`src/logic/core_pkg.sv`:
```
/*
  Shared widths, types and the settings register map of the core.
  Addresses are bridge byte addresses and are decoded as full 32-bit words.
  Timing constants are small so that simulation stays short.
*/
`default_nettype none

package core_pkg;

  // bridge and bus words
  typedef logic [31:0] bridge_addr_t;
  typedef logic [31:0] bridge_data_t;

  // video path
  typedef logic [23:0] rgb_t;
  typedef logic [2:0]  hs_count_t;

  // settings fields
  typedef logic [1:0]  edge_mask_t;
  typedef logic [2:0]  palette_t;
  typedef logic [7:0]  aim_speed_t;
  typedef logic [6:0]  reset_count_t;

  // bridge master FSM
  typedef enum logic {
    wb_idle,
    wb_cycle
  } wb_state_t;

  ////////////////////
  // register map
  localparam bridge_addr_t addr_core_reset     = 32'h0000_0050;
  localparam bridge_addr_t addr_hide_overscan  = 32'h0000_0200;
  localparam bridge_addr_t addr_mask_edges     = 32'h0000_0204;
  localparam bridge_addr_t addr_extra_sprites  = 32'h0000_0208;
  localparam bridge_addr_t addr_palette        = 32'h0000_020C;
  localparam bridge_addr_t addr_multitap       = 32'h0000_0300;
  localparam bridge_addr_t addr_lightgun       = 32'h0000_0304;
  localparam bridge_addr_t addr_aim_speed      = 32'h0000_0308;
  localparam bridge_addr_t addr_swap           = 32'h0000_030C;

  ////////////////////
  // timing
  // must fit reset_count_t
  localparam int unsigned reset_hold_cycles = 64;
  // must fit hs_count_t
  localparam int unsigned hs_delay_cycles   = 7;
  // status word bit carrying hide overscan
  localparam int unsigned slot_flag_bit     = 13;

endpackage

`default_nettype wire

```
`src/logic/wb_if.sv`:
```
/*
  Wishbone classic bundle between the bridge master and the settings block.
  No clock inside, both ends run on clk_74a.
  One outstanding cycle at a time, no burst or error signals.
*/
`timescale 1ns/1ps
`default_nettype none

interface wb_if;

  logic                     cyc;
  logic                     stb;
  logic                     we;
  core_pkg::bridge_addr_t   adr;
  core_pkg::bridge_data_t   dat_w;
  core_pkg::bridge_data_t   dat_r;
  logic                     ack;

  modport master (
    output cyc, stb, we, adr, dat_w,
    input  dat_r, ack
  );

  modport slave (
    input  cyc, stb, we, adr, dat_w,
    output dat_r, ack
  );

endinterface

`default_nettype wire

```
`src/logic/bridge_master.sv`:
```
/*
  Turns single bridge read/write pulses into Wishbone classic cycles.
  Busy for three edges per request. A request arriving while busy is dropped,
  so the host has to space requests at least four cycles apart.
*/
`timescale 1ns/1ps
`default_nettype none

module bridge_master (
  input  wire                         clk_74a,
  input  wire                         pll_core_locked,
  input  wire core_pkg::bridge_addr_t bridge_addr,
  input  wire                         bridge_rd,
  input  wire                         bridge_wr,
  input  wire core_pkg::bridge_data_t bridge_wr_data,
  output core_pkg::bridge_data_t      bridge_rd_data,
  wb_if.master                        bus
);

  core_pkg::wb_state_t    state;
  core_pkg::bridge_addr_t req_addr;
  core_pkg::bridge_data_t req_data;
  logic                   req_we;
  logic                   req_accept;

  // only picked up while idle
  assign req_accept = (state == core_pkg::wb_idle) && (bridge_rd || bridge_wr);

  ////////////////////
  // FSM and read data

  always_ff @(posedge clk_74a or negedge pll_core_locked) begin
    if (!pll_core_locked) begin
      state          <= core_pkg::wb_idle;
      bridge_rd_data <= '0;
    end else begin
      case (state)
        core_pkg::wb_idle: begin
          if (req_accept) begin
            state <= core_pkg::wb_cycle;
          end
        end
        core_pkg::wb_cycle: begin
          // slave answers with a single-cycle ack
          if (bus.ack) begin
            state <= core_pkg::wb_idle;
            if (!req_we) begin
              bridge_rd_data <= bus.dat_r;
            end
          end
        end
        default: state <= core_pkg::wb_idle;
      endcase
    end
  end

  ////////////////////
  // request latch

  always_ff @(posedge clk_74a) begin
    if (req_accept) begin
      req_addr <= bridge_addr;
      req_data <= bridge_wr_data;
      // write wins if both pulses come together
      req_we   <= bridge_wr;
    end
  end

  // address and data stay constant for the whole cycle
  assign bus.cyc   = (state == core_pkg::wb_cycle);
  assign bus.stb   = (state == core_pkg::wb_cycle);
  assign bus.we    = req_we;
  assign bus.adr   = req_addr;
  assign bus.dat_w = req_data;

endmodule

`default_nettype wire

```
`src/logic/core_settings_top.sv`:
```
/*
  Top level of the settings and video path, all on clk_74a.
  pll_core_locked low holds everything in reset.
  Bridge requests must be at least four cycles apart.
*/
`timescale 1ns/1ps
`default_nettype none

module core_settings_top (
  input  wire                         clk_74a,
  input  wire                         pll_core_locked,

  // host bridge
  input  wire core_pkg::bridge_addr_t bridge_addr,
  input  wire                         bridge_rd,
  input  wire                         bridge_wr,
  input  wire core_pkg::bridge_data_t bridge_wr_data,
  output core_pkg::bridge_data_t      bridge_rd_data,

  // settings to the core
  output logic                        hide_overscan,
  output core_pkg::edge_mask_t        mask_vid_edges,
  output logic                        allow_extra_sprites,
  output core_pkg::palette_t          selected_palette,
  output logic                        multitap_enabled,
  output logic                        lightgun_enabled,
  output core_pkg::aim_speed_t        lightgun_aim_speed,
  output logic                        swap_controllers,
  output logic                        core_reset,

  // video from the core
  input  wire                         h_blank,
  input  wire                         v_blank,
  input  wire                         core_hs,
  input  wire                         core_vs,
  input  wire core_pkg::rgb_t         core_rgb,

  // video to the scaler
  output logic                        video_de,
  output logic                        video_hs,
  output logic                        video_vs,
  output core_pkg::rgb_t              video_rgb
);

  wb_if bus ();

  ////////////////////
  // control path

  bridge_master bridge_master_i (
    .clk_74a         (clk_74a),
    .pll_core_locked (pll_core_locked),
    .bridge_addr     (bridge_addr),
    .bridge_rd       (bridge_rd),
    .bridge_wr       (bridge_wr),
    .bridge_wr_data  (bridge_wr_data),
    .bridge_rd_data  (bridge_rd_data),
    .bus             (bus.master)
  );

  settings_regs settings_regs_i (
    .clk_74a             (clk_74a),
    .pll_core_locked     (pll_core_locked),
    .bus                 (bus.slave),
    .hide_overscan       (hide_overscan),
    .mask_vid_edges      (mask_vid_edges),
    .allow_extra_sprites (allow_extra_sprites),
    .selected_palette    (selected_palette),
    .multitap_enabled    (multitap_enabled),
    .lightgun_enabled    (lightgun_enabled),
    .lightgun_aim_speed  (lightgun_aim_speed),
    .swap_controllers    (swap_controllers),
    .core_reset          (core_reset)
  );

  ////////////////////
  // video path

  // hide overscan also goes into the line-end status word
  video_conditioner video_conditioner_i (
    .clk_74a         (clk_74a),
    .pll_core_locked (pll_core_locked),
    .hide_overscan   (hide_overscan),
    .h_blank         (h_blank),
    .v_blank         (v_blank),
    .core_hs         (core_hs),
    .core_vs         (core_vs),
    .core_rgb        (core_rgb),
    .video_de        (video_de),
    .video_hs        (video_hs),
    .video_vs        (video_vs),
    .video_rgb       (video_rgb)
  );

endmodule

`default_nettype wire

```
`src/logic/settings_regs.sv`:
```
/*
  Wishbone slave holding the core settings and the core reset timer.
  Each field takes the low bits of the written word, reads are zero-extended.
  Unmapped addresses and the reset address read as zero.
  core_reset stays high for reset_hold_cycles after a reset write.
*/
`timescale 1ns/1ps
`default_nettype none

module settings_regs (
  input  wire                    clk_74a,
  input  wire                    pll_core_locked,
  wb_if.slave                    bus,
  output logic                   hide_overscan,
  output core_pkg::edge_mask_t   mask_vid_edges,
  output logic                   allow_extra_sprites,
  output core_pkg::palette_t     selected_palette,
  output logic                   multitap_enabled,
  output logic                   lightgun_enabled,
  output core_pkg::aim_speed_t   lightgun_aim_speed,
  output logic                   swap_controllers,
  output logic                   core_reset
);

  core_pkg::reset_count_t reset_count;
  core_pkg::bridge_data_t rd_mux;
  logic                   access;
  logic                   wr_en;

  // new strobe, not the tail of the cycle we already acked
  assign access = bus.cyc && bus.stb && !bus.ack;
  assign wr_en  = access && bus.we;

  assign core_reset = (reset_count != '0);

  ////////////////////
  // read-back mux

  always_comb begin
    case (bus.adr)
      core_pkg::addr_hide_overscan: rd_mux = core_pkg::bridge_data_t'(hide_overscan);
      core_pkg::addr_mask_edges:    rd_mux = core_pkg::bridge_data_t'(mask_vid_edges);
      core_pkg::addr_extra_sprites: rd_mux = core_pkg::bridge_data_t'(allow_extra_sprites);
      core_pkg::addr_palette:       rd_mux = core_pkg::bridge_data_t'(selected_palette);
      core_pkg::addr_multitap:      rd_mux = core_pkg::bridge_data_t'(multitap_enabled);
      core_pkg::addr_lightgun:      rd_mux = core_pkg::bridge_data_t'(lightgun_enabled);
      core_pkg::addr_aim_speed:     rd_mux = core_pkg::bridge_data_t'(lightgun_aim_speed);
      core_pkg::addr_swap:          rd_mux = core_pkg::bridge_data_t'(swap_controllers);
      default:                      rd_mux = '0;
    endcase
  end

  ////////////////////
  // settings, reset timer and ack

  always_ff @(posedge clk_74a or negedge pll_core_locked) begin
    if (!pll_core_locked) begin
      bus.ack             <= 1'b0;
      reset_count         <= '0;
      hide_overscan       <= 1'b0;
      mask_vid_edges      <= '0;
      allow_extra_sprites <= 1'b0;
      selected_palette    <= '0;
      multitap_enabled    <= 1'b0;
      lightgun_enabled    <= 1'b0;
      lightgun_aim_speed  <= '0;
      swap_controllers    <= 1'b0;
    end else begin
      bus.ack <= access;

      if (reset_count != '0) begin
        reset_count <= reset_count - 1'b1;
      end

      // a reset write below overrides the decrement
      if (wr_en) begin
        case (bus.adr)
          core_pkg::addr_core_reset:
            reset_count <= core_pkg::reset_count_t'(core_pkg::reset_hold_cycles);
          core_pkg::addr_hide_overscan: hide_overscan       <= bus.dat_w[0];
          core_pkg::addr_mask_edges:    mask_vid_edges      <= core_pkg::edge_mask_t'(bus.dat_w);
          core_pkg::addr_extra_sprites: allow_extra_sprites <= bus.dat_w[0];
          core_pkg::addr_palette:       selected_palette    <= core_pkg::palette_t'(bus.dat_w);
          core_pkg::addr_multitap:      multitap_enabled    <= bus.dat_w[0];
          core_pkg::addr_lightgun:      lightgun_enabled    <= bus.dat_w[0];
          core_pkg::addr_aim_speed:     lightgun_aim_speed  <= core_pkg::aim_speed_t'(bus.dat_w);
          core_pkg::addr_swap:          swap_controllers    <= bus.dat_w[0];
          default: ;
        endcase
      end
    end
  end

  // read data lines up with ack
  always_ff @(posedge clk_74a) begin
    if (access) begin
      bus.dat_r <= rd_mux;
    end
  end

endmodule

`default_nettype wire

```
`src/logic/video_conditioner.sv`:
```
/*
  Conditions the core video for the scaler, one cycle of latency on every output.
  HSync is moved hs_delay_cycles later so it never lands on the VSync pulse.
  A new HSync rise restarts the delay, and a pulse already due still fires.
*/
`timescale 1ns/1ps
`default_nettype none

module video_conditioner (
  input  wire                 clk_74a,
  input  wire                 pll_core_locked,
  input  wire                 hide_overscan,
  input  wire                 h_blank,
  input  wire                 v_blank,
  input  wire                 core_hs,
  input  wire                 core_vs,
  input  wire core_pkg::rgb_t core_rgb,
  output logic                video_de,
  output logic                video_hs,
  output logic                video_vs,
  output core_pkg::rgb_t      video_rgb
);

  logic                de;
  logic                de_prev;
  logic                hs_prev;
  logic                vs_prev;
  core_pkg::hs_count_t hs_count;
  core_pkg::rgb_t      status_word;

  assign de = !(h_blank || v_blank);

  // line-end status word, only the slot flag is set
  always_comb begin
    status_word = '0;
    status_word[core_pkg::slot_flag_bit] = hide_overscan;
  end

  ////////////////////
  // output registers

  always_ff @(posedge clk_74a or negedge pll_core_locked) begin
    if (!pll_core_locked) begin
      video_de  <= 1'b0;
      video_hs  <= 1'b0;
      video_vs  <= 1'b0;
      video_rgb <= '0;
      de_prev   <= 1'b0;
      hs_prev   <= 1'b0;
      vs_prev   <= 1'b0;
      hs_count  <= '0;
    end else begin
      video_de <= de;

      if (de) begin
        video_rgb <= core_rgb;
      end else if (de_prev) begin
        // first blank cycle after active video
        video_rgb <= status_word;
      end else begin
        video_rgb <= '0;
      end

      // one-cycle vsync on the rising edge
      video_vs <= core_vs && !vs_prev;

      // hsync delay line
      video_hs <= (hs_count == core_pkg::hs_count_t'(1));
      if (core_hs && !hs_prev) begin
        hs_count <= core_pkg::hs_count_t'(core_pkg::hs_delay_cycles);
      end else if (hs_count != '0) begin
        hs_count <= hs_count - 1'b1;
      end

      de_prev <= de;
      hs_prev <= core_hs;
      vs_prev <= core_vs;
    end
  end

endmodule

`default_nettype wire

```
`config.mk`:
```
export PLATFORM = sky130hd
export DESIGN_NAME = core_settings_top
export DESIGN_NICKNAME = d
export VERILOG_FILES = /design/src/logic/core_pkg.sv /design/src/logic/wb_if.sv /design/src/logic/bridge_master.sv /design/src/logic/core_settings_top.sv /design/src/logic/settings_regs.sv /design/src/logic/video_conditioner.sv
export SDC_FILE = /design/constraint.sdc
export NUM_CORES = 1
export LEC_CHECK = 0
export ABC_CLOCK_PERIOD_IN_PS = 4300
export BUFFER_PORTS_ARGS = -buffer_cell sky130_fd_sc_hd__buf_2
export CORE_MARGIN = 2
export CORE_UTILIZATION = 53
export CTS_CLUSTER_DIAMETER = 200
export CTS_CLUSTER_SIZE = 40
export DETAILED_ROUTE_END_ITERATION = 10
export PLACE_DENSITY = 0.85
export SLEW_MARGIN = 10
export SYNTH_ARGS = -nofsm -noshare
export SYNTH_HDL_FRONTEND = slang
export SYNTH_SLANG_ARGS = --single-unit
```
`constraint.sdc`:
```
create_clock -name clk_74a -period 4.3 [get_ports clk_74a]
set_input_delay 0.645 -clock clk_74a [delete_from_list [all_inputs] [get_ports clk_74a]]
set_output_delay 0.645 -clock clk_74a [all_outputs]
set_load 0.005 [all_outputs]
```
# ---- Word-level counts from Yosys, hierarchy flattened
# Index checks and enable logic that the tools add are counted.
dict set report word_totals {
  regBits 164
  out_inout_bits 78
}
dict set report classes {
  n_addsub 2
  n_eq_ne 10
  n_mux 11
  n_bitwise 2
  n_reduce_logical 23
}
# op n
set op_table {}
lappend op_table {{32-bit by 10-bit equality test with 1-bit output (second input constant)} 8}
lappend op_table {{8-bit one-hot mux with 8 select lines} 1}
lappend op_table {{32-bit by 7-bit equality test with 1-bit output (second input constant)} 1}
lappend op_table {{24-bit two-way mux} 1}
lappend op_table {{7-bit two-way mux} 3}
lappend op_table {{2-bit AND reduction} 8}
lappend op_table {{14-bit two-way mux} 1}
lappend op_table {{7-bit nonzero test} 1}
lappend op_table {{7-bit by 1-bit subtractor with 7-bit output (second input constant)} 1}
lappend op_table {{3-bit two-way mux} 2}
lappend op_table {{1-bit logical AND} 5}
lappend op_table {{1-bit zero test} 4}
lappend op_table {{3-bit by 1-bit equality test with 1-bit output (second input constant)} 1}
lappend op_table {{3-bit AND reduction} 1}
lappend op_table {{3-bit nonzero test} 1}
lappend op_table {{3-bit by 1-bit subtractor with 3-bit output (second input constant)} 1}
lappend op_table {{1-bit logical OR} 2}
lappend op_table {{1-bit two-way mux} 2}
lappend op_table {{1-bit inverter} 2}
lappend op_table {{1-bit one-hot mux with 2 select lines} 1}
lappend op_table {{2-bit nonzero test} 1}

# ---- Longest topological paths before layout
# Gate-level depths: netlist of the first run.
dict set report logic_depth {
  depth_word 4
  mapped_depth 6
  depth_no_buf 6
}

# ---- Modules after synthesis
# From an unflattened synthesis of the first run, not the netlist that was laid out.
dict set report unflattened {
  cells_unflattened 375
  hier_area_um2 6291.0
}
# module instances cells_each area_per_inst_um2 seq_area_each_um2
set modules_own_cells {}
lappend modules_own_cells {bridge_master 1 139 3329.4 2777.7}
lappend modules_own_cells {settings_regs 1 159 1851.8 890.9}
lappend modules_own_cells {video_conditioner 1 77 1109.8 800.8}

# ---- Worst setup path before layout of the first run
# No wires, ideal clock.
dict set report synth_path {
  kind {input port to flip-flop}
  start {input bridge_wr}
  end {register bridge_master_i.req_addr[0], in the netlist bridge_master_i.bus.adr[0], enable pin}
  setup_time_ns 0.441
  t_arrival_ns 2.438
  required_time_ns 3.859
  setup_slack_ns 1.420
  stages 2
  n_path_buf 0
  path_cell_list {nor2_1 > nor2_1}
}
dict set report synth_via {
  elab_chain_cells 2
}
# element line_no
set synth_rtl {}
lappend synth_rtl {{start: declaration} core_settings_top.sv:16} ;# input wire bridge_wr,
lappend synth_rtl {{1-bit logical OR} bridge_master.sv:27} ;# assign req_accept = (state == core_pkg::wb_idle) && (bridge_rd || bridge_wr);
lappend synth_rtl {{1-bit logical AND} bridge_master.sv:27}
lappend synth_rtl {{via bridge_master_i.req_accept} bridge_master.sv:24} ;# logic req_accept;
lappend synth_rtl {{end signal: assignment} bridge_master.sv:62} ;# req_addr <= bridge_addr;
lappend synth_rtl {{end: declaration} bridge_master.sv:21} ;# core_pkg::bridge_addr_t req_addr;
# The timed path passes the listed nets, and every way through them passes these cells.
# A chain may end at the register's enable or synchronous reset.

# ---- Worst setup path in the final report of the first run
dict set report layout_path {
  start {register settings_regs_i.reset_count[0]}
  end {output core_reset}
}
dict set report layout_via {
  elab_chain_cells 1
}
# element line_no
set layout_rtl {}
lappend layout_rtl {{start: declaration} settings_regs.sv:25} ;# core_pkg::reset_count_t reset_count;
lappend layout_rtl {{start signal: assignment} settings_regs.sv:72} ;# reset_count <= reset_count - 1'b1;
lappend layout_rtl {{start signal: assignment} settings_regs.sv:79} ;# reset_count <= core_pkg::reset_count_t'(core_pkg::reset_hold_cycles);
lappend layout_rtl {{7-bit nonzero test} settings_regs.sv:34} ;# assign core_reset = (reset_count != '0);
lappend layout_rtl {{end: declaration} core_settings_top.sv:29} ;# output logic core_reset,
# Every way passes these cells.

==> results of run 1 <==
power groups by stage:
| stage | sequential [mW] | clock (mW) | combinational, mW |
|---|---|---|---|
| finish | 1.51 | 1.26 | 0.351 |
| global route | 1.53 | 1.34 | 0.391 |
| CTS | 1.51 | 1.28 | 0.360 |
| detailed placement | 1.53 | 0 | 0.352 |
| global placement | 1.51 | 0 | 0.338 |
| floorplan | 1.50 | 0 | 0.243 |
per-stage QoR:
stage                     setup slack (ns)  hold slack (ns)  std cells  utilization [%]  area, um^2
after floorplan                       1.42            0.349        329                -        4670
after global placement                1.93            0.388        529             62.9        5220
after detailed placement              1.87            0.399        529             62.9        5220
after CTS                             1.37            0.229        561             69.5        5760
after global routing                  1.27            0.242        561             69.5        5770
final                                 1.41            0.215        561             69.5        5770
synth_stat cells (5+ instances only):
cell type / number / area [um^2]
edfxtp_1: 49 / 1470
nand3_1: 5 / 25.0
nand4_1: 10 / 62.6
and2_1: 28 / 175
nor2b_1: 5 / 31.3
nor3_1: 12 / 60.1
dfrtp_1: 67 / 1680
mux2_2: 28 / 315
inv_1: 6 / 22.5
nor2_1: 8 / 30.0
buf_4: 25 / 188
nand2_1: 9 / 33.8
flip-flops by register name, indices dropped and copies added (netlist names), 2 cells and up:
| signal | cells |
|---|---|
| settings_regs_i.bus.dat_r | 8 |
| settings_regs_i.mask_vid_edges | 2 |
| bridge_master_i.bus.adr | 32 |
| bridge_master_i.bridge_rd_data | 8 |
| video_conditioner_i.hs_count | 3 |
| settings_regs_i.selected_palette | 3 |
| video_conditioner_i.video_rgb | 24 |
| settings_regs_i.reset_count | 7 |
| settings_regs_i.lightgun_aim_speed | 8 |
| bridge_master_i.bus.dat_w | 8 |
path summary, 6_finish.rpt:
kind | startpoint | end | slack [ns]
worst max-delay path | settings_regs_i.reset_count[0] | core_reset | 1.41
worst min-delay path | pll_core_locked | video_conditioner_i.hs_count[2] | 0.21
worst max register to register | bridge_master_i.bus.adr[17] | settings_regs_i.lightgun_aim_speed[3] | 1.89
worst min register to register | video_conditioner_i.vs_prev | video_conditioner_i.video_vs | 0.40
max in group asynchronous | pll_core_locked | video_conditioner_i.video_rgb[3] | 3.16
min in group clk_74a | core_vs | video_conditioner_i.vs_prev | 0.26
layer usage:
layer  global-route usage [%]  vias up  wire (um)
met5                        0        -          0
met4                     8.67        0        174
met3                     5.49       17        480
met2                     33.0      107       4420
met1                     22.0     1318       3260
li1                         -     1331          -
layout make-up:
cell class | instances | area share, %
Tap cell | 105 | 2.28
Clock inverter | 15 | 2.28
Sequential cell | 116 | 54.6
Clock buffer | 17 | 7.18
Inverter | 6 | 0.391
Timing Repair Buffer | 126 | 11.0
Multi-Input combinational cell | 176 | 22.3
logic make-up (layout without fill, tap and decap cells):
logic type      Yosys count  after routing
xor+xnor                  6              6
buf+inv                  37            164
fa+ha+maj                 4              4
compound gates            7              7
mux                      30             30
simple gates            105            105
flops                   116            116
other cells               1             24
==> impl_results.md, run 1 <==
- Outcome: complete, no violations
- H-tree levels: 4
- Vias in the first global route: 2940
- CP Launch Type: register
- Clock sinks: 116
- Fin. Hold Viols: 0
- Crit path kind: register to output pin
- # port buffers: 125
- Worst Tran Pin Value: 1.07 ns
- Crit path buf inv count: 3
- CP max-delay cell: or3b_2
- DRC viols: 0
- Max-slew headroom: 28.2%
- EDFF count, synth: 49
- Net switching power: 0.801 mW
- Max-capacitance violation count: 0
- CTS Root Buffer Type: clkbuf_8
- Cell internal pwr: approximately 2.3 mW
- CP required: between 3 and 4 ns
- Critical path depth: 6
- Max VDD drop: 354 uV
- Post-layout min period: 2.89 ns
- Power density cells: between 500 and 600 nW/um^2
- First-pass DRT Iterations: 4
- Routed wire per std cell: ~15 um
- Cell Chain, Critical Path: inv_1, ha_1, or3b_2, nor4_4, inv_1, buf_2
- Hold Buf Count CTS: 0
- DR vias: 2773
- # IOs: ~170
- Core area: between 8000 and 9000 um^2
- Post-synthesis compound-gate area fraction: 1.01%
- Fmax: 0.346 GHz
- Reg2reg path depth: 4
- Synthesized area: 4590 um^2
- Sequential element share of the synthesized area: 68.6%
- Num CTS Buffers: 17
- Post_cts resized: 0
- Ys async rst share: 57.8%
- Commonest non-fill, non-tap cell in the layout: buf_2
- Multi-input gate area: 1290 um^2
- RSZ-0062 raised after global routing: no
- Largest net degree at the start of global routing: 43
- Top FF cell, synth: dfrtp_1
- CTS tree: done
- First-pass GRT wire length: 14.0 mm
- Worst-Skew Late Latency: around 0.50 ns
- CP max stage delay: between 0.5 and 0.6 ns
- Yosys cell types: 42
- Die width: 97.0 um
- Mux cell area share after synthesis: 7.31%
- Die area: 9420 um^2
- Gate power share: 11.2%
- Worst hold path type: primary input to async pin
- Initial Utilization: 55.3%
- Tot Pwr: approximately 3.1 mW
- Fill cell count: 559
- Ratio of cells with drive above 1 in the final layout: 43.6%
- Final period utilization: 67.2%
- Clock Path Buffers: 2
- Main combinational cell family by area after synthesis: simple AND/OR/NAND/NOR gates
- Cell count after synthesis: 306
- Num rows: 33
- Hpwl dp: 5.93 mm
- Setup Skew: 0.00636 ns
- Drt first-iter violations: approximately 150
- Post-Synth XOR/XNOR Area: 1.15%
- P_leak: 2.77 nW
- Crit path max-delay family: simple AND/OR/NAND/NOR gates
- Sequential power share: 48.2%
- Total GRT Usage: 19.1%
- Total negative slack: 0 ns
- Most frequent cells in the layout: 125 x buf_2, 67 x dfrtp_1, 49 x edfxtp_1
- Final net count: around 540
- Syn Area/Cell: 15.0 um^2
- Area grow syn2layout: 25.7%
- Simple-gate share of the synthesized area: 15.3%
- Flops & latches, synth: about 120
- Number of setup buffers added after CTS: 0
- Critical Path AT: around 2.3 ns
- Vias/cell: 4.94
- Initial antenna violation count: 0
- Post-Synth Adder-Cell Area: 1.09%
- Sequential Area: 3150 um^2
- CTS clock-pin slew for the worst setup and hold paths: about 0.060 ns
- GP Congestion: 0.766
- Final wirelength: 8.34 mm
- Clk pwr share: 40.5%
- Die height: 97.0 um
- Most frequent CP cell: inv_1
- CP endpoint kind: output pin
- Max-slew violations: 0
- ANT cells: 0
- Worst-path fanout max: 8
- Gr ovfl total: 0
- Synth warn: 0
- Setup violations, final: 0
- Net Sw Frac: 25.7%
- ANT nets after route: 0
No activity file was read; power rests on OpenSTA's default activity.
==> run 2, diff against run 1 <==
Settings changed: ABC_AREA from default to 1, ABC_CLOCK_PERIOD_IN_PS 4300 to 2700, CORE_UTILIZATION 53 to 49, PLACE_DENSITY 0.85 to 0.79.
Clock period 4.3 ns to 2.7 ns, I/O delays scaled along.
==> run 2 against run 1 <==
  * Sequential share of layout area shrank 2.1 points
  * Via count grew 16%
  * Critical path type unchanged
  * Clock skew is 0.00055 ns higher
  * Hold slack lost 0.15 ns
  * Die area increased by 11%
  * Non-clock buffer count is 5 higher
==> impl_results.md, run 2 <==
- Yosys cell types: 32
- DR vias: 3222
- ANT nets after route: 0
- Die height: roughly 100 um
- Largest cells by area after synthesis: dfrtp_1 35%, edfxtp_1 31%, nor2_1 5.5%
- Core area: 9280 um^2
- Reg-to-reg critical path startpoint: settings_regs_i.bus.ack
- Most frequent CP cell: inv_1
- Gate power share: 13.2%
- Flops & latches, synth: 116
- Num CTS Buffers: 17
- Layout Cells excl Fill: 721
- GP Congestion: 0.750
- Total negative slack: 0 ns
- Hpwl dp: 6.46 mm
- Syn Area/Cell: 10.9 um^2
- Multi-input gate area: 1190 um^2
- Setup ws final: ~0.53 ns
- Cell internal pwr: 3.67 mW
- DRC viols: 0
- Worst-Skew Late Latency: 0.51 ns
- CP required: ~2.3 ns
- WHS: 0.0670 ns
- CP Launch Type: register
- Worst Setup Slack post-DPL: approximately 1 ns
- Worst-path fanout max: 5
- Worst hold path type: primary input to register
- Post_cts resized: 0
- Max VDD drop: between 400 and 500 uV
- Final wirelength: 9.02 mm
- Gr ovfl total: 0
- H-tree levels: 4
- Ratio of cells with drive above 1 in the final layout: 31.9%
- Initial Utilization: 51.0%
- Vias/cell: roughly 4.5
- Hold Path End: bridge_master_i.bus.adr[4]
- Fin. Hold Viols: 0
- Initial antenna violation count: 0
- Num rows: 35
- Final period utilization: 80.3%
- Crit path kind: register to output pin
- Worst reg2reg endpoint: settings_regs_i.lightgun_enabled
- Largest net degree at the start of global routing: 42
- Fmax: roughly 0.46 GHz
- # IOs: 174
- Die area: 10500 um^2
- Hold Crit Start: bridge_addr[4]
- ANT cells: 0
- Critical Path AT: about 1.8 ns
- Crit path max-delay family: flip-flops
- Fill cell count: 740
- P_leak: 3.09 nW
- Synth warn: 0
- Most frequent cells in the layout: 125 x buf_2, 69 x nor2_1, 67 x inv_1, 67 x dfrtp_1, 64 x nand2_1
- Max-slew violations: 0
- CP max stage delay: 0.35 ns
- Sequential power share: a little under half
- First-pass DRT Iterations: 4
- Commonest cells in the netlist: 69 x nor2_1, 67 x dfrtp_1, 67 x inv_1
- Vias in the first global route: 3272
- CP endpoint kind: output pin
- Yosys top cell by area: dfrtp_1
- Reg2Reg Setup Slack: a little over 1 ns
- EDFF count, synth: 49
- Top FF cell, synth: dfrtp_1
- Total GRT Usage: a little under a fifth
- Worst Hold Depth: 1
- Reg2reg path depth: 6
- Routed wire per std cell: 12.5 um
- Sequential element share of the synthesized area: 66.5%
- # port buffers: roughly 130
- Commonest non-fill, non-tap cell in the layout: buf_2
- Outcome: complete, no violations
- Post-layout min period: 2.17 ns
- Final net count: 679
- Net switching power: 1.34 mW
- Count leader, synth: nor2_1
- First-pass GRT wire length: 14.5 mm
- CP max-delay cell: dfrtp_1
- CTS tree: done
- CTS clock-pin slew for the worst setup and hold paths: 0.06 ns
- Yosys top cell area share: 35.4%
- Cell count after synthesis: 435
- Setup violations, final: 0
- Area grow syn2layout: 26.7%
- Ys async rst share: between 50% and 60%
- Cell Chain, Critical Path: inv_1, ha_1, inv_1, nor2_1, nand2_1, buf_2
- Worst Tran Pin Value: 0.654 ns
- Net Sw Frac: 26.7%
- RSZ-0062 raised after global routing: no
- Final core occ: 64.6%
- DP Cell Count: 686
- Synthesized area: 4730 um^2
- Crit path buf inv count: 3
- Clk pwr share: between 40 and 50%
- CTS Root Buffer Type: clkbuf_8
- Power density cells: 836 nW/um^2
- Max-slew headroom: 56.3%
- Clock sinks: 116
- Number of setup buffers added after CTS: 0
- Sequential Area: 3150 um^2
- Drt first-iter violations: 148
- Clock Path Buffers: 2
- Max-capacitance violation count: 0
- Max FFs per register: 32
- Die width: 102 um
- Setup Skew: 0.00690 ns
[run 2: cell types whose count changed after synthesis, moves of 9 or more]
cell and change:
nor3_1 -9, o21ai_0 +10, nor2_1 +61, and2_1 -27, nand3_1 +18, nand2_1 +55, inv_1 +61, mux2_2 -20
[run 2: cell type report]
cell class / count / share of cell area, %
clock buffer: 19 / 7.56
clock inverter: 13 / 1.57
inverter: 70 / 4.47
multi-input combinational: 243 / 19.9
sequential: 116 / 52.5
tap: 129 / 2.69
timing repair buffer: 131 / 11.3
[run 2: stage by stage]
step | power (mW) | cell area (um^2)
finish | 5.01 | 5990
global route | 5.25 | 5990
CTS | 5.06 | 5980
detailed placement | 3.03 | 5420
global placement | 2.96 | 5420
floorplan | 2.77 | 4820
[run 2: metal layers]
layer  track usage (%)  wire length, um  vias up  share of wire [%]
met1              20.1             3430     1475                 38
met3              5.88              549       18                6.1
met4              8.82              221        0                2.5
met5                 0                0        -                  0
met2              33.1             4820      117                 53
li1                  -                -     1612                  -
[run 2: power by group through the flow]
stage / sequential, mW / clock [mW] / combinational [mW]
after global placement: 2.34 / 0 / 0.618
after detailed placement: 2.36 / 0 / 0.663
final: 2.33 / 2.02 / 0.661
after CTS: 2.33 / 2.05 / 0.677
after floorplan: 2.35 / 0 / 0.420
after global routing: 2.36 / 2.13 / 0.752
[run 2: cell families after synthesis]
logic type / Yosys count / synth area share, %
fa+ha+maj: 4 / 1.06
other cells: 1 / 0.0792
mux: 8 / 1.90
compound gates: 24 / 2.94
simple gates: 178 / 16.4
flops: 116 / 66.5
buf+inv: 99 / 10.1
xor+xnor: 5 / 0.926
[run 2: worst max path at each step]
stage	start	end	slack, ns	cells past startpoint
3_5_place_dp	settings_regs_i.bus.ack	settings_regs_i.mask_vid_edges[1]	0.99	6
2_1_floorplan	bridge_master_i.bus.cyc	bridge_master_i.bus.adr[0]	0.95	3
5_1_grt	settings_regs_i.reset_count[0]	core_reset	0.43	6
4_1_cts	settings_regs_i.reset_count[0]	core_reset	0.50	6
3_3_place_gp	settings_regs_i.bus.ack	settings_regs_i.lightgun_aim_speed[0]	1.05	6
6_report	settings_regs_i.reset_count[0]	core_reset	0.53	6
[run 2: worst register-to-register path: stages (launching register included)]
cell	delay (ns)
dfrtp_1	0.40
nor2_2	0.39
nand2_1	0.17
inv_2	0.28
nand3_1	0.17
nand2_1	0.09
o21ai_1	0.06
[run 2: repair_timing]
item / CTS / global route
hold buffers: 2 / 1
setup endpoints to repair: 0 / 0
hold endpoints to repair: 19 / 1
==> run 3, diff against run 2 <==
Settings changed: ABC_AREA 1 to 0, ABC_CLOCK_PERIOD_IN_PS 2700 to 2180, PLACE_DENSITY 0.79 to 0.8.
Clock period 2.7 ns to 2.18 ns, I/O delays scaled along.
==> run 3 against run 2 <==
  * Register-to-register slack got worse by 0.91 ns
  * First-iteration DRC count fell by 23%
  * Sequential power increased by 27%
  * Clock skew fell by 0.00094 ns
  * Core utilization rose by 5.0 points
  * Clock-buffer cell count grew 1
  * Worst setup slack got worse by 0.50 ns
  * Routed wire length up 5.1%
  * Cell count decreased by 14%
==> impl_results.md, run 3 (synthesis gave the netlist of run 1 again) <==
- Outcome: complete, no violations
- Setup Skew: about 0.0060 ns
- Worst reg2reg endpoint: settings_regs_i.lightgun_aim_speed[5]
- Num CTS Buffers: 17
- Die area: 10200 um^2
- First-pass DRT Iterations: 4
- Power density cells: between 1000 and 1500 nW/um^2
- Gr ovfl total: 0
- Cell Chain, Critical Path: inv_2, ha_4, or3b_4, nor4_4, inv_1, buf_2
- Area grow syn2layout: 38.8%
- Fin. Hold Viols: 0
- # port buffers: 125
- H-tree levels: 4
- Crit path kind: register to output pin
- Worst Setup EP: core_reset
- CP Launch Type: register
- Worst Setup Slack post-DPL: 0.113 ns
- Initial antenna violation count: 0
- Setup ws final: 0.0265 ns
- Vias in the first global route: 2986
- ANT cells: 0
- Die height: between 100 and 150 um
- # IOs: about 170
- Final period utilization: between 90% and 100%
- Hpwl dp: 6.01 mm
- Die width: 101 um
- CTS tree: done
- DR vias: 2995
- Clock sinks: 116
- Num rows: 35
- Routed wire per std cell: about 15 um
- Fmax: 0.464 GHz
- Initial Utilization: between 50 and 60%
- Met2 Resource Use GR: 33.1%
- CP required: 1.85 ns
- Vias/cell: 4.83
- Most frequent cells in the layout: 125 x buf_2, 67 x dfrtp_1, 49 x edfxtp_1
- Worst-Skew Late Latency: 0.50 ns
- CTS clock-pin slew for the worst setup and hold paths: 0.05 ns
- Crit path max-delay family: simple AND/OR/NAND/NOR gates
- CP max-delay cell: or3b_4
- Largest net degree at the start of global routing: 68
- CP max stage delay: approximately 0.4 ns
- Reg2reg path depth: 6
- Final net count: 596
- DP Cell Count: 544
- CTS Root Buffer Type: clkbuf_8
- Critical Path AT: around 1.8 ns
- Reg2Reg Setup Slack: 0.10 ns
- CP endpoint kind: output pin
- Core area: 9150 um^2
- Layout Cells excl Fill: 620
- Worst hold path type: primary input to register
- Max-capacitance violation count: 0
- Drt first-iter violations: 114
- Ratio of cells with drive above 1 in the final layout: 41.3%
- Total negative slack: 0 ns
- Worst-path fanout max: 2
- Final core occ: a little over two thirds
- Fill cell count: 651
- Post-layout min period: ~2.2 ns
- Commonest non-fill, non-tap cell in the layout: buf_2
- M1 GR Usage: 23.6%
- Total GRT Usage: 19.5%
- Reg-to-reg critical path startpoint: bridge_master_i.bus.adr[10]
- Max FFs per register: 32
- RSZ-0062 raised after global routing: yes
- Critical path depth: 6
- Setup violations, final: 0
- Final wirelength: 9.48 mm
- P_leak: 3.03 nW
- DRC viols: 0
- Grt peak-use layer: met2
- Tot Pwr: 6.52 mW
- GP Congestion: 0.793
- Clock Path Buffers: 2
- Crit path buf inv count: 3
- Max VDD drop: 670 uV
- First-pass GRT wire length: around 15 mm
- GR Layer Usage met3: 5.69%
- ANT nets after route: 0
- Setup crit start: settings_regs_i.reset_count[0]
- Max-slew violations: 0
## run 3: changes by cell type in the layout (fill, tap and decap cells not counted), sizes merged, moves of 8 or more
cell,delta
o21ai,-17
and2,+27
inv,-67
nand4,+8
nand3,-18
nand2,-62
buf,+9
dlygate4sd3,+39
nor4,+9
mux2,+20
nor2,-68
nor3,+12
## run 3: power by group
group / switching (mW) / internal [mW]
registers: 0.214 / 2.75
logic: 0.421 / 0.411
clock network: 0.949 / 1.77
total: 1.58 / 4.93
## run 3: worst min path at each step
stage | startpoint | endpoint | slack (ns) | cells past startpoint
finish | bridge_wr_data[6] | bridge_master_i.bus.dat_w[6] | 0.02 | 1
global placement | pll_core_locked | video_conditioner_i.vs_prev | 0.37 | 2
detailed placement | pll_core_locked | video_conditioner_i.video_hs | 0.38 | 2
global route | bridge_wr_data[6] | bridge_master_i.bus.dat_w[6] | 0.004 | 1
CTS | bridge_wr_data[6] | bridge_master_i.bus.dat_w[6] | 0.001 | 1
floorplan | pll_core_locked | bridge_master_i.bridge_rd_data[0] | 0.03 | 0
## run 3: routing by layer
layer,vias up,share of wire [%]
li1,1426,-
met1,1444,40
met2,113,53
met3,12,5.5
met4,0,1.4
met5,-,0
## run 3: layout make-up
| class | instances | area (um^2) | share of cell area (%) |
|---|---|---|---|
| Clock buffer | 20 | 435 | 6.84 |
| Clock inverter | 12 | 153 | 2.40 |
| Inverter | 6 | 22.5 | 0.354 |
| Multi-Input combinational cell | 176 | 1310 | 20.5 |
| Sequential cell | 116 | 3150 | 49.4 |
| Tap cell | 111 | 139 | 2.18 |
| Timing Repair Buffer | 179 | 1160 | 18.2 |
## run 3: metrics by stage
| stage | instance area [um^2] | hold slack, ns |
|---|---|---|
| 6_report | 6370 | 0.0180 |
| 5_1_grt | 6370 | 0.00433 |
| 4_1_cts | 6350 | 0.000999 |
| 3_5_place_dp | 5320 | 0.383 |
| 3_3_place_gp | 5320 | 0.368 |
| 2_1_floorplan | 4680 | 0.0314 |
## run 3: timing repair
action | CTS | global route
pin swaps | 0 | 1
hold endpoints to repair | 108 | 0
hold buffers | 42 | 0
gates resized for setup | 5 | 1
setup buffers | 1 | 1
endpoints found under the setup margin | 1 | 7
